**config.mk**
```make
export PLATFORM = sky130hd
export DESIGN_NAME = bank_htu_top
export DESIGN_NICKNAME = d
export VERILOG_FILES = /design/src/logic/htu_pkg.sv /design/src/logic/bank_htu_cacheline.sv /design/src/logic/bank_htu_plru_tree.sv /design/src/logic/bank_htu_set_entry.sv /design/src/logic/bank_htu_decode.sv /design/src/logic/bank_htu_result.sv /design/src/logic/bank_htu_top.sv
export SDC_FILE = /design/constraint.sdc
export NUM_CORES = 2
export LEC_CHECK = 0
export ABC_AREA = 1
export BUFFER_PORTS_ARGS = -buffer_cell sky130_fd_sc_hd__clkbuf_2
export CORE_MARGIN = 2
export CORE_UTILIZATION = 65
export CTS_CLUSTER_SIZE = 8
export DETAILED_ROUTE_END_ITERATION = 6
export PLACE_DENSITY = 0.82
export SYNTH_ARGS = -nofsm -noshare
export SYNTH_HDL_FRONTEND = slang
export SYNTH_HIERARCHICAL = 1
export SYNTH_SLANG_ARGS = --single-unit
```
**constraint.sdc**
```tcl
create_clock -name clk_i -period 7.7 [get_ports clk_i]
set_clock_uncertainty 0.15 [all_clocks]
set_input_delay 1.155 -clock clk_i [delete_from_list [all_inputs] [get_ports clk_i]]
set_output_delay 1.155 -clock clk_i [all_outputs]
set_load 0.02 [all_outputs]
```
**src/logic/htu_pkg.sv**
```systemverilog
`default_nettype none

package htu_pkg;

  // ----------------------------------------------------------
  // address map
  // ----------------------------------------------------------
  localparam int ADDR_W     = 32;
  localparam int TAG_LSB    = 10;
  localparam int SET_LSB    = 8;
  localparam int OFFSET_BIT = 7;
  localparam int NUM_WAYS   = 8;
  localparam int NUM_SETS   = 4;

  localparam int TAG_W  = ADDR_W - TAG_LSB;
  localparam int SET_W  = TAG_LSB - SET_LSB;
  localparam int WAY_W  = $clog2(NUM_WAYS);
  localparam int PLRU_W = NUM_WAYS - 1;

  typedef logic [ADDR_W-1:0]   addr_t;
  typedef logic [TAG_W-1:0]    tag_t;
  typedef logic [SET_W-1:0]    set_idx_t;
  typedef logic [WAY_W-1:0]    way_t;
  typedef logic [NUM_WAYS-1:0] way_vec_t;
  typedef logic [PLRU_W-1:0]   plru_t;
  typedef logic [1:0]          ofs_state_t;

  // half-line states, 11 is unused
  localparam ofs_state_t ST_INVALID = 2'b00;
  localparam ofs_state_t ST_CLEAN   = 2'b01;
  localparam ofs_state_t ST_DIRTY   = 2'b10;

  typedef enum logic [1:0] {
    OP_READ       = 2'd0,
    OP_WRITE      = 2'd1,
    OP_FLUSH      = 2'd2,
    OP_INVALIDATE = 2'd3
  } htu_op_e;

  typedef struct packed {
    htu_op_e  op;
    tag_t     tag;
    set_idx_t set_idx;
    logic     offset;
  } htu_cmd_s;

  typedef struct packed {
    logic       hit;
    logic       need_evict;
    way_t       way;
    ofs_state_t offset0;
    ofs_state_t offset1;
    tag_t       evict_tag;
  } htu_lookup_s;

  // ----------------------------------------------------------
  // result word as seen on the R channel
  // ----------------------------------------------------------
  localparam int RES_HIT_BIT   = 0;
  localparam int RES_EVICT_BIT = 1;
  localparam int RES_WAY_LSB   = 2;
  localparam int RES_OFS0_LSB  = 5;
  localparam int RES_OFS1_LSB  = 7;
  localparam int RES_TAG_LSB   = 10;

  localparam logic [1:0] RESP_OKAY = 2'b00;

  // one-hot way vector to way number
  function automatic way_t way_from_vec(way_vec_t vec);
    way_t way;
    way = '0;
    for (int i = 0; i < NUM_WAYS; i++) begin
      if (vec[i]) begin
        way = way_t'(i);
      end
    end
    return way;
  endfunction

endpackage

`default_nettype wire

```
**src/logic/bank_htu_cacheline.sv**
```systemverilog
`timescale 1ns/100ps
`default_nettype none

module bank_htu_cacheline (
  input  wire                       clk_i,
  input  wire                       reset_i,
  input  wire                       access_valid_i,
  input  wire htu_pkg::htu_op_e     op_i,
  input  wire                       access_offset_i,
  input  wire htu_pkg::tag_t        access_tag_i,
  input  wire                       allocate_i,
  output logic                      valid_o,
  output htu_pkg::tag_t             tag_o,
  output logic                      hit_o,
  output htu_pkg::ofs_state_t       offset0_state_o,
  output htu_pkg::ofs_state_t       offset1_state_o
);
  import htu_pkg::*;

  tag_t             tag_q;
  tag_t             tag_d;
  ofs_state_t [1:0] ofs_q;
  ofs_state_t [1:0] ofs_d;
  logic             is_rw;

  assign valid_o         = (ofs_q[0] != ST_INVALID) || (ofs_q[1] != ST_INVALID);
  assign hit_o           = valid_o && (tag_q == access_tag_i);
  assign tag_o           = tag_q;
  assign offset0_state_o = ofs_q[0];
  assign offset1_state_o = ofs_q[1];
  assign is_rw           = (op_i == OP_READ) || (op_i == OP_WRITE);

  // next state of the way for the current access
  always_comb begin
    tag_d = tag_q;
    ofs_d = ofs_q;
    if (hit_o) begin
      case (op_i)
        OP_READ: begin
          if (ofs_q[access_offset_i] == ST_INVALID) begin
            ofs_d[access_offset_i] = ST_CLEAN;
          end
        end
        OP_WRITE: begin
          ofs_d[access_offset_i] = ST_DIRTY;
        end
        OP_FLUSH: begin
          for (int i = 0; i < 2; i++) begin
            if (ofs_q[i] == ST_DIRTY) begin
              ofs_d[i] = ST_CLEAN;
            end
          end
        end
        OP_INVALIDATE: begin
          ofs_d = {ST_INVALID, ST_INVALID};
        end
      endcase
    end else if (allocate_i && is_rw) begin
      // refill, only the accessed half is present
      tag_d                   = access_tag_i;
      ofs_d[~access_offset_i] = ST_INVALID;
      ofs_d[access_offset_i]  = (op_i == OP_WRITE) ? ST_DIRTY : ST_CLEAN;
    end
  end

  always_ff @(posedge clk_i) begin
    if (reset_i) begin
      tag_q <= '0;
      ofs_q <= {ST_INVALID, ST_INVALID};
    end else if (access_valid_i) begin
      tag_q <= tag_d;
      ofs_q <= ofs_d;
    end
  end

  a_no_unused_code: assert property (@(posedge clk_i) disable iff (reset_i)
    (ofs_q[0] != 2'b11) && (ofs_q[1] != 2'b11));

endmodule

`default_nettype wire

```
**src/logic/bank_htu_plru_tree.sv**
```systemverilog
`timescale 1ns/100ps
`default_nettype none

module bank_htu_plru_tree (
  input  wire                       clk_i,
  input  wire                       reset_i,
  input  wire                       access_valid_i,
  input  wire htu_pkg::way_vec_t    access_array_i,
  output htu_pkg::way_vec_t         oldest_way_array_o
);
  import htu_pkg::*;

  // node 0 is the root, 1..2 the middle level, 3..6 the leaves
  plru_t tree_q;
  way_t  acc_way;
  logic  root_b;
  logic  mid_b;
  logic  leaf_b;

  assign acc_way = way_from_vec(access_array_i);

  always_ff @(posedge clk_i) begin
    if (reset_i) begin
      tree_q <= '0;
    end else if (access_valid_i) begin
      // path nodes point away from the accessed way
      tree_q[0]                <= ~acc_way[2];
      tree_q[1 + acc_way[2]]   <= ~acc_way[1];
      tree_q[3 + acc_way[2:1]] <= ~acc_way[0];
    end
  end

  // walk towards the oldest way, 0 selects the lower half
  assign root_b = tree_q[0];
  assign mid_b  = tree_q[1 + root_b];
  assign leaf_b = tree_q[3 + {root_b, mid_b}];

  assign oldest_way_array_o = way_vec_t'(1) << {root_b, mid_b, leaf_b};

  a_oldest_onehot: assert property (@(posedge clk_i) disable iff (reset_i)
    $onehot(oldest_way_array_o));

endmodule

`default_nettype wire

```
**src/logic/bank_htu_set_entry.sv**
```systemverilog
`timescale 1ns/100ps
`default_nettype none

module bank_htu_set_entry (
  input  wire                       clk_i,
  input  wire                       reset_i,
  input  wire                       set_hit_wv_i,
  input  wire htu_pkg::htu_cmd_s    cmd_i,
  output htu_pkg::htu_lookup_s      lookup_o
);
  import htu_pkg::*;

  way_vec_t   hit_vec;
  way_vec_t   victim_vec;
  way_vec_t   access_vec;
  way_vec_t   alloc_vec;
  tag_t       tag_arr  [NUM_WAYS];
  ofs_state_t ofs0_arr [NUM_WAYS];
  ofs_state_t ofs1_arr [NUM_WAYS];
  logic       set_hit;
  logic       victim_dirty;
  way_t       access_way;
  way_t       victim_way;

  assign set_hit = |hit_vec;

  // hit way on a hit or the tree victim on a miss
  assign access_vec = set_hit ? hit_vec : victim_vec;
  assign alloc_vec  = victim_vec & {NUM_WAYS{set_hit_wv_i & ~set_hit}};

  assign access_way = way_from_vec(access_vec);
  assign victim_way = way_from_vec(victim_vec);

  // any dirty half of the victim needs a write-back
  assign victim_dirty = (ofs0_arr[victim_way] == ST_DIRTY)
                     || (ofs1_arr[victim_way] == ST_DIRTY);

  assign lookup_o = '{
    hit:        set_hit,
    need_evict: victim_dirty,
    way:        access_way,
    offset0:    ofs0_arr[access_way],
    offset1:    ofs1_arr[access_way],
    evict_tag:  tag_arr[victim_way]
  };

  // ----------------------------------------------------------
  // ways
  // ----------------------------------------------------------
  for (genvar w = 0; w < NUM_WAYS; w++) begin : g_way
    bank_htu_cacheline u_cacheline (
      .clk_i           (clk_i),
      .reset_i         (reset_i),
      .access_valid_i  (set_hit_wv_i),
      .op_i            (cmd_i.op),
      .access_offset_i (cmd_i.offset),
      .access_tag_i    (cmd_i.tag),
      .allocate_i      (alloc_vec[w]),
      .valid_o         (),
      .tag_o           (tag_arr[w]),
      .hit_o           (hit_vec[w]),
      .offset0_state_o (ofs0_arr[w]),
      .offset1_state_o (ofs1_arr[w])
    );
  end

  // ----------------------------------------------------------
  // replacement
  // ----------------------------------------------------------
  bank_htu_plru_tree u_plru_tree (
    .clk_i              (clk_i),
    .reset_i            (reset_i),
    .access_valid_i     (set_hit_wv_i),
    .access_array_i     (access_vec),
    .oldest_way_array_o (victim_vec)
  );

  // a tag lives in at most one way of the set
  a_single_hit: assert property (@(posedge clk_i) disable iff (reset_i)
    set_hit_wv_i |-> $onehot0(hit_vec));

endmodule

`default_nettype wire

```
**src/logic/bank_htu_decode.sv**
```systemverilog
`timescale 1ns/100ps
`default_nettype none

module bank_htu_decode (
  input  wire                          clk_i,
  input  wire                          reset_i,
  input  wire                          awvalid_i,
  input  wire htu_pkg::addr_t          awaddr_i,
  input  wire                          wvalid_i,
  input  wire [31:0]                   wdata_i,
  input  wire                          cmd_done_i,
  output logic                         awready_o,
  output logic                         wready_o,
  output htu_pkg::htu_cmd_s            cmd_o,
  output logic                         cmd_valid_o,
  output logic [htu_pkg::NUM_SETS-1:0] set_sel_o
);
  import htu_pkg::*;

  typedef enum logic [1:0] {
    S_IDLE,
    S_COLLECT,
    S_ISSUE,
    S_WAIT_RSP
  } dec_state_e;

  dec_state_e state_q;
  dec_state_e state_d;
  logic       aw_taken_q;
  logic       w_taken_q;
  logic       aw_hs;
  logic       w_hs;
  logic       collecting;
  htu_cmd_s   cmd_q;

  assign collecting = (state_q == S_IDLE) || (state_q == S_COLLECT);
  assign awready_o  = collecting && !aw_taken_q;
  assign wready_o   = collecting && !w_taken_q;
  assign aw_hs      = awvalid_i && awready_o;
  assign w_hs       = wvalid_i && wready_o;

  always_comb begin
    state_d = state_q;
    case (state_q)
      S_IDLE, S_COLLECT: begin
        if ((aw_taken_q || aw_hs) && (w_taken_q || w_hs)) begin
          state_d = S_ISSUE;
        end else if (aw_hs || w_hs) begin
          state_d = S_COLLECT;
        end
      end
      S_ISSUE: begin
        state_d = S_WAIT_RSP;
      end
      S_WAIT_RSP: begin
        if (cmd_done_i) begin
          state_d = S_IDLE;
        end
      end
      default: begin
        state_d = S_IDLE;
      end
    endcase
  end

  always_ff @(posedge clk_i) begin
    if (reset_i) begin
      state_q    <= S_IDLE;
      aw_taken_q <= 1'b0;
      w_taken_q  <= 1'b0;
    end else begin
      state_q <= state_d;
      if (state_d == S_IDLE) begin
        aw_taken_q <= 1'b0;
        w_taken_q  <= 1'b0;
      end else begin
        aw_taken_q <= aw_taken_q | aw_hs;
        w_taken_q  <= w_taken_q | w_hs;
      end
    end
  end

  // address split and opcode capture
  always_ff @(posedge clk_i) begin
    if (aw_hs) begin
      cmd_q.tag     <= awaddr_i[TAG_LSB +: TAG_W];
      cmd_q.set_idx <= awaddr_i[SET_LSB +: SET_W];
      cmd_q.offset  <= awaddr_i[OFFSET_BIT];
    end
    if (w_hs) begin
      cmd_q.op <= htu_op_e'(wdata_i[1:0]);
    end
  end

  assign cmd_o       = cmd_q;
  assign cmd_valid_o = (state_q == S_ISSUE);
  assign set_sel_o   = {NUM_SETS{cmd_valid_o}} & (NUM_SETS'(1) << cmd_q.set_idx);

  a_single_issue: assert property (@(posedge clk_i) disable iff (reset_i)
    cmd_valid_o |=> !cmd_valid_o);

endmodule

`default_nettype wire

```
**src/logic/bank_htu_result.sv**
```systemverilog
`timescale 1ns/100ps
`default_nettype none

module bank_htu_result (
  input  wire                                             clk_i,
  input  wire                                             reset_i,
  input  wire                                             cmd_valid_i,
  input  wire htu_pkg::set_idx_t                          set_idx_i,
  input  wire htu_pkg::htu_lookup_s [htu_pkg::NUM_SETS-1:0] lookup_i,
  input  wire                                             bready_i,
  input  wire                                             arvalid_i,
  input  wire                                             rready_i,
  output logic                                            bvalid_o,
  output logic [1:0]                                      bresp_o,
  output logic                                            arready_o,
  output logic                                            rvalid_o,
  output logic [31:0]                                     rdata_o,
  output logic [1:0]                                      rresp_o,
  output logic                                            cmd_done_o
);
  import htu_pkg::*;

  htu_lookup_s sel;
  logic [31:0] res_word;
  logic [31:0] result_q;
  logic [31:0] rdata_q;
  logic        bvalid_q;
  logic        rvalid_q;
  logic        ar_hs;

  assign sel = lookup_i[set_idx_i];

  always_comb begin
    res_word                             = '0;
    res_word[RES_HIT_BIT]                = sel.hit;
    // write-back only matters when a miss replaces the victim
    res_word[RES_EVICT_BIT]              = sel.need_evict && !sel.hit;
    res_word[RES_WAY_LSB +: WAY_W]       = sel.way;
    res_word[RES_OFS0_LSB +: 2]          = sel.offset0;
    res_word[RES_OFS1_LSB +: 2]          = sel.offset1;
    res_word[RES_TAG_LSB +: TAG_W]       = sel.evict_tag;
  end

  // ----------------------------------------------------------
  // write response
  // ----------------------------------------------------------
  assign cmd_done_o = bvalid_q && bready_i;

  always_ff @(posedge clk_i) begin
    if (reset_i) begin
      result_q <= '0;
      bvalid_q <= 1'b0;
    end else if (cmd_valid_i) begin
      result_q <= res_word;
      bvalid_q <= 1'b1;
    end else if (cmd_done_o) begin
      bvalid_q <= 1'b0;
    end
  end

  // ----------------------------------------------------------
  // read channel
  // ----------------------------------------------------------
  assign ar_hs = arvalid_i && arready_o;

  always_ff @(posedge clk_i) begin
    if (reset_i) begin
      rvalid_q <= 1'b0;
    end else if (ar_hs) begin
      rvalid_q <= 1'b1;
    end else if (rready_i) begin
      rvalid_q <= 1'b0;
    end
  end

  // hold read data steady while the host stalls
  always_ff @(posedge clk_i) begin
    if (ar_hs) begin
      rdata_q <= result_q;
    end
  end

  assign bvalid_o  = bvalid_q;
  assign bresp_o   = RESP_OKAY;
  assign arready_o = !rvalid_q;
  assign rvalid_o  = rvalid_q;
  assign rdata_o   = rdata_q;
  assign rresp_o   = RESP_OKAY;

endmodule

`default_nettype wire

```
**src/logic/bank_htu_top.sv**
```systemverilog
`timescale 1ns/100ps
`default_nettype none

module bank_htu_top (
  input  wire                 clk_i,
  input  wire                 reset_i,
  input  wire                 s_awvalid_i,
  output logic                s_awready_o,
  input  wire htu_pkg::addr_t s_awaddr_i,
  input  wire                 s_wvalid_i,
  output logic                s_wready_o,
  input  wire [31:0]          s_wdata_i,
  output logic                s_bvalid_o,
  input  wire                 s_bready_i,
  output logic [1:0]          s_bresp_o,
  input  wire                 s_arvalid_i,
  output logic                s_arready_o,
  output logic                s_rvalid_o,
  input  wire                 s_rready_i,
  output logic [31:0]         s_rdata_o,
  output logic [1:0]          s_rresp_o
);
  import htu_pkg::*;

  htu_cmd_s                   cmd;
  logic                       cmd_valid;
  logic                       cmd_done;
  logic [NUM_SETS-1:0]        set_sel;
  htu_lookup_s [NUM_SETS-1:0] lookups;

  bank_htu_decode u_decode (
    .clk_i       (clk_i),
    .reset_i     (reset_i),
    .awvalid_i   (s_awvalid_i),
    .awaddr_i    (s_awaddr_i),
    .wvalid_i    (s_wvalid_i),
    .wdata_i     (s_wdata_i),
    .cmd_done_i  (cmd_done),
    .awready_o   (s_awready_o),
    .wready_o    (s_wready_o),
    .cmd_o       (cmd),
    .cmd_valid_o (cmd_valid),
    .set_sel_o   (set_sel)
  );

  // one entry per set, only the selected one updates
  for (genvar s = 0; s < NUM_SETS; s++) begin : g_set
    bank_htu_set_entry u_set_entry (
      .clk_i        (clk_i),
      .reset_i      (reset_i),
      .set_hit_wv_i (set_sel[s]),
      .cmd_i        (cmd),
      .lookup_o     (lookups[s])
    );
  end

  bank_htu_result u_result (
    .clk_i       (clk_i),
    .reset_i     (reset_i),
    .cmd_valid_i (cmd_valid),
    .set_idx_i   (cmd.set_idx),
    .lookup_i    (lookups),
    .bready_i    (s_bready_i),
    .arvalid_i   (s_arvalid_i),
    .rready_i    (s_rready_i),
    .bvalid_o    (s_bvalid_o),
    .bresp_o     (s_bresp_o),
    .arready_o   (s_arready_o),
    .rvalid_o    (s_rvalid_o),
    .rdata_o     (s_rdata_o),
    .rresp_o     (s_rresp_o),
    .cmd_done_o  (cmd_done)
  );

endmodule

`default_nettype wire

```
# Word level (Yosys, flattened, before mapping)
# Index checks and enable logic that the tools add are counted.
word_totals:
  register_bits: 955
  word_cells: 1431
op_classes:
  n_addsub: 16
  n_lt_le_gt_ge: 37
  n_eq_ne: 206
  n_shift: 5
  n_mux: 463
  bitwise_logic: 231
  n_reduce_logical: 362
op_table:
  columns: ["op", "n"]
  rows:
  - ["equality test 22 bit", 32]
  - ["case mux 4 bit (4 select lines)", 32]
  - ["two-way mux 4 bit", 96]
  - ["two-way mux 2 bit", 179]
  - ["binary-select mux 22 bit (select 3 bit)", 4]
  - ["AND reduction 4 bit", 64]
  - ["inequality test 3 x 2 -> 1 bit (second input constant)", 73]
  - ["nonzero test 2 bit", 98]
  - ["two-way mux 22 bit", 8]
  - ["equality test 2 bit (second input constant)", 76]
  - ["AND 4 bit", 33]
  - ["AND 2 bit", 64]
  - ["bitwise mux 4 bit", 32]
  - ["bitwise OR 2 bit", 64]
  - ["two-way mux 3 bit", 35]
  - ["binary-select mux 2 bit (select 3 bit)", 16]
  - ["AND reduction 3 bit", 32]
  - ["logical AND 1 bit", 82]
  - ["zero test 2 bit", 35]
  - ["inequality test 3 bit (second input constant)", 23]
  - ["binary-select mux 31 bit (select 2 bit)", 1]
  - ["bitwise mux 7 bit", 8]
  - ["inverter 1 bit", 49]
  - ["logical OR 1 bit", 41]
  - ["29 further kinds", 143]

# Longest topological paths before layout
logic_depth:
  ltp_word: 24
  ltp_mapped: 33
  depth_no_buf: 32

# Hierarchy
# Netlist, hierarchy kept.
modules_own_cells:
  columns: ["mod", "n_inst", "cells_per_inst", "area_per_inst_um2"]
  rows:
  - ["bank_htu_cacheline", 32, 311, 1796.7]
  - ["bank_htu_set_entry", 4, 527, 2427.3]
  - ["bank_htu_result", 1, 549, 3617.2]
  - ["bank_htu_decode", 1, 68, 1054.8]
  - ["bank_htu_plru_tree (g_set[2].u_set_entry.u_plru_tree)", 1, 81, 483.0]
  - ["bank_htu_plru_tree (g_set[0].u_set_entry.u_plru_tree)", 1, 77, 442.9]
  - ["bank_htu_plru_tree (g_set[1].u_set_entry.u_plru_tree)", 1, 78, 442.9]
  - ["bank_htu_plru_tree (g_set[3].u_set_entry.u_plru_tree)", 1, 73, 426.7]

# Least setup slack after synthesis
# OpenSTA, ideal clock, no wires.
synth_path:
  kind: "register to register"
  start: "register u_decode.cmd_q (netlist bit u_decode/cmd_o[18])"
  end: "register u_result.result_q[7]"
  arrival_time_ns: 4.872
  required_ns: 7.441
  path_slack_ns: 2.569
  stages_incl_launch_ff: 28
  n_path_buf: 1
  cell_sequence: "edfxtp_1 xnor2_1 nand2_1 nor2_1 nand2_1 nor2_4 nand2_2 inv_1 nor2_1 nand2_1 nor2_2 buf_6 a21oi_1 inv_1 nor2_1 o21ai_1 nand2_4 inv_2 nand3_1 nand2_1 nand2_1 nand2_1 inv_1 nand2_1 nand3_1 nand3_1 nand2_1 inv_1"
synth_rtl:
  columns: ["element", "line", "source"]
  rows:
  - ["start, declared", "bank_htu_decode.sv:34", "htu_cmd_s cmd_q;"]
  - ["end signal, assigned", "bank_htu_result.sv:54", "result_q <= res_word;"]
  - ["end, declared", "bank_htu_result.sv:25", "logic [31:0] result_q;"]

==> results.cfg <==
[status]
outcome = complete, but fails checks
violations = design-rule violations

[route]
first_pass_iters = 7
antenna_left = 0
drt-total-wl_um = 255000
drc_errors = 7
viasPerCell = 5.68
wl_per_cell_um = 17.7
num_vias = 82002
first_iter_violations = 9833

[timing]
timing.hold.ws_ns = 0.275
post-route-min-period_ns = 5.48
setup_violations = 0
rsz0062_at_grt = no
worst_slew_pin_slew_ns = 1.38
timing.fmax_mhz = 183
hold_viol = 0
finalCritPeriodShare = 0.711
tns_ns = 0
max_slew_margin = 0.0798
slew_violations = 0

[grt]
antenna_found_initial = 5
use_met1 = 0.551
top_usage_layer = met2
grt_start_max_net_pins = 134
gr-usage-met3 = 0.0941
met2_usage = 0.633
track_usage = 0.423
grt_first_pass_wirelength_um = 391000
gr-total-overflow = 0
grt_pass1_vias = 73294

[clocking]
cts_resized = 0
cts_setup_buffers = 0
clk_pin_slew_worst_paths_ns = 0.05
clk_latency_ns = 0.78
cts_max_level = 4
cts_hold_buf = 0
clockRootBuffer = clkbuf_16
cts_buffers = 139
clock_sinks = 955
clockBufferDepth = 3
cts_tree = built

[power]
p_leak_nw = 35.9
power_density_nw_per_um2 = 221
peakVddDrop_uv = 300
total_power_mw = 17.2

[hold_path]
hp-class = reg -> reg

[floorplan]
die_area_um2 = 116000
core-area_um2 = 112000
dieWidth_um = 341
rows = 123
io_pins = 112
dieHeight_um = 341
initial_core_util = 0.655

[cells_and_area]
layout-drive-gt1-share = 0.0949
layoutNonFillerInstCount = 14436
nFillCells = 10363
multiInputGateArea_um2 = 43900
nets = 12962
seqCellArea_um2 = 19700
final_util = 0.694
area_delta_synth_final_pct = 5.97

[placement]
portBuffers = 69
place_inst = 14250
place.gp.congestion = 1.02
dp_hpwl_um = 174000

[synthesis]
ys_warn_count = 6
avgSynthCellArea_um2 = 5.67
syn_inst = 12978
synth_area_um2 = 73600

[flow_run]
maxCapViolations = 0

[worst_setup_path]
setup.worst_path.class = reg -> reg
critPathCaptureType = flip-flop
required_ns = 8.28
cp.arrival_ns = 6.05
worstSetupStartpointType = flip-flop
cp_max_fo = 18
-- per-layer routing --
metal	vias to the layer above	part of all wire	wire (um)
li1	39820	-	-
met1	36794	0.39	101000
met2	4434	0.41	106000
met3	948	0.12	30900
met4	6	0.069	17700
met5	-	0.00013	34
-- worst max-delay path: stages, from the launching register on --
cell,delay [ns]
edfxtp_1,1.27
buf_4,0.50
xor2_1,0.17
nor2_1,0.20
nand2_1,0.09
nor2_2,0.29
nand2_2,0.13
inv_1,0.14
nor2_1,0.05
nand2_1,0.07
nor2_2,0.10
a21oi_4,0.45
inv_2,0.14
nor2_2,0.20
nand2_4,0.12
inv_2,0.16
nand3_1,0.09
nand2_1,0.07
nand2_1,0.07
nand2_1,0.12
nand2_1,0.06
nand2_1,0.10
nand2_1,0.32
nand3_1,0.18
nand2_1,0.06
inv_1,0.05
-- placed cells by master (no fill, tap or decap), types with 18 or more instances in the layout --
cell type,instances
nand3_2,37
nor3_1,19
buf_4,62
dfxtp_1,897
clkbuf_16,146
nor2_2,207
edfxtp_1,58
a21oi_2,328
xnor2_1,64
buf_12,18
nand2_4,46
xor2_1,96
a21oi_1,402
nor2_4,34
nand2_1,4139
inv_1,1850
nand3_1,493
inv_2,145
o21a_1,88
nand4_1,65
o21ai_1,778
clkbuf_2,68
nand2_2,115
clkbuf_1,28
o21ai_0,586
nor2_1,2082
-- path summary, 6_finish.rpt --
kind                          from                    to  slack [ns]  cells after the start
max             u_decode/cmd_o[21]  u_result/result_q[7]        2.22                     25
min          u_result/result_q[14]  u_result/rdata_o[14]        0.27                      0
max reg2reg     u_decode/cmd_o[21]  u_result/result_q[7]        2.22                     25
min reg2reg  u_result/result_q[14]  u_result/rdata_o[14]        0.27                      0
-- power breakdown --
group          switching [mW]  internal, mW
clock                    2.36          3.38
sequential              0.167          5.14
combinational            4.51          1.66
total                    7.04          10.2
-- stage by stage --
stage | instance area [um2] | worst slack [ns]
after CTS | 78000 | 2.50
after detailed placement | 74200 | 2.54
final | 78000 | 2.22
after global routing | 78000 | 1.90
after global placement | 74200 | 2.53
after floorplan | 73700 | 2.57
-- flip-flops by register name, indices dropped and copies added, names as in the netlist --
register,flops
u_result/result_q,31
u_decode/w_taken_q,1
u_decode/state_q,2
u_decode/cmd_o,27
u_decode/aw_taken_q,1
u_result/rdata_o,31
g_set.u_set_entry/g_way.u_cacheline/offset0_state_o,64
u_result/bvalid_o,1
g_set.u_set_entry/g_way.u_cacheline/offset1_state_o,64
u_result/rvalid_o,1
g_set.u_set_entry/u_plru_tree/tree_q,28
g_set.u_set_entry/g_way.u_cacheline/tag_o,704
-- layout make-up --
class / count / area share
Antenna cell: 2 / 0.0000641
Clock buffer: 175 / 0.0483
Clock inverter: 9 / 0.00104
Inverter: 1997 / 0.0961
Multi-Input combinational cell: 9650 / 0.563
Sequential cell: 955 / 0.252
Tap cell: 1500 / 0.0240
Timing Repair Buffer: 148 / 0.0149
Power figures use the tool's default switching activity.
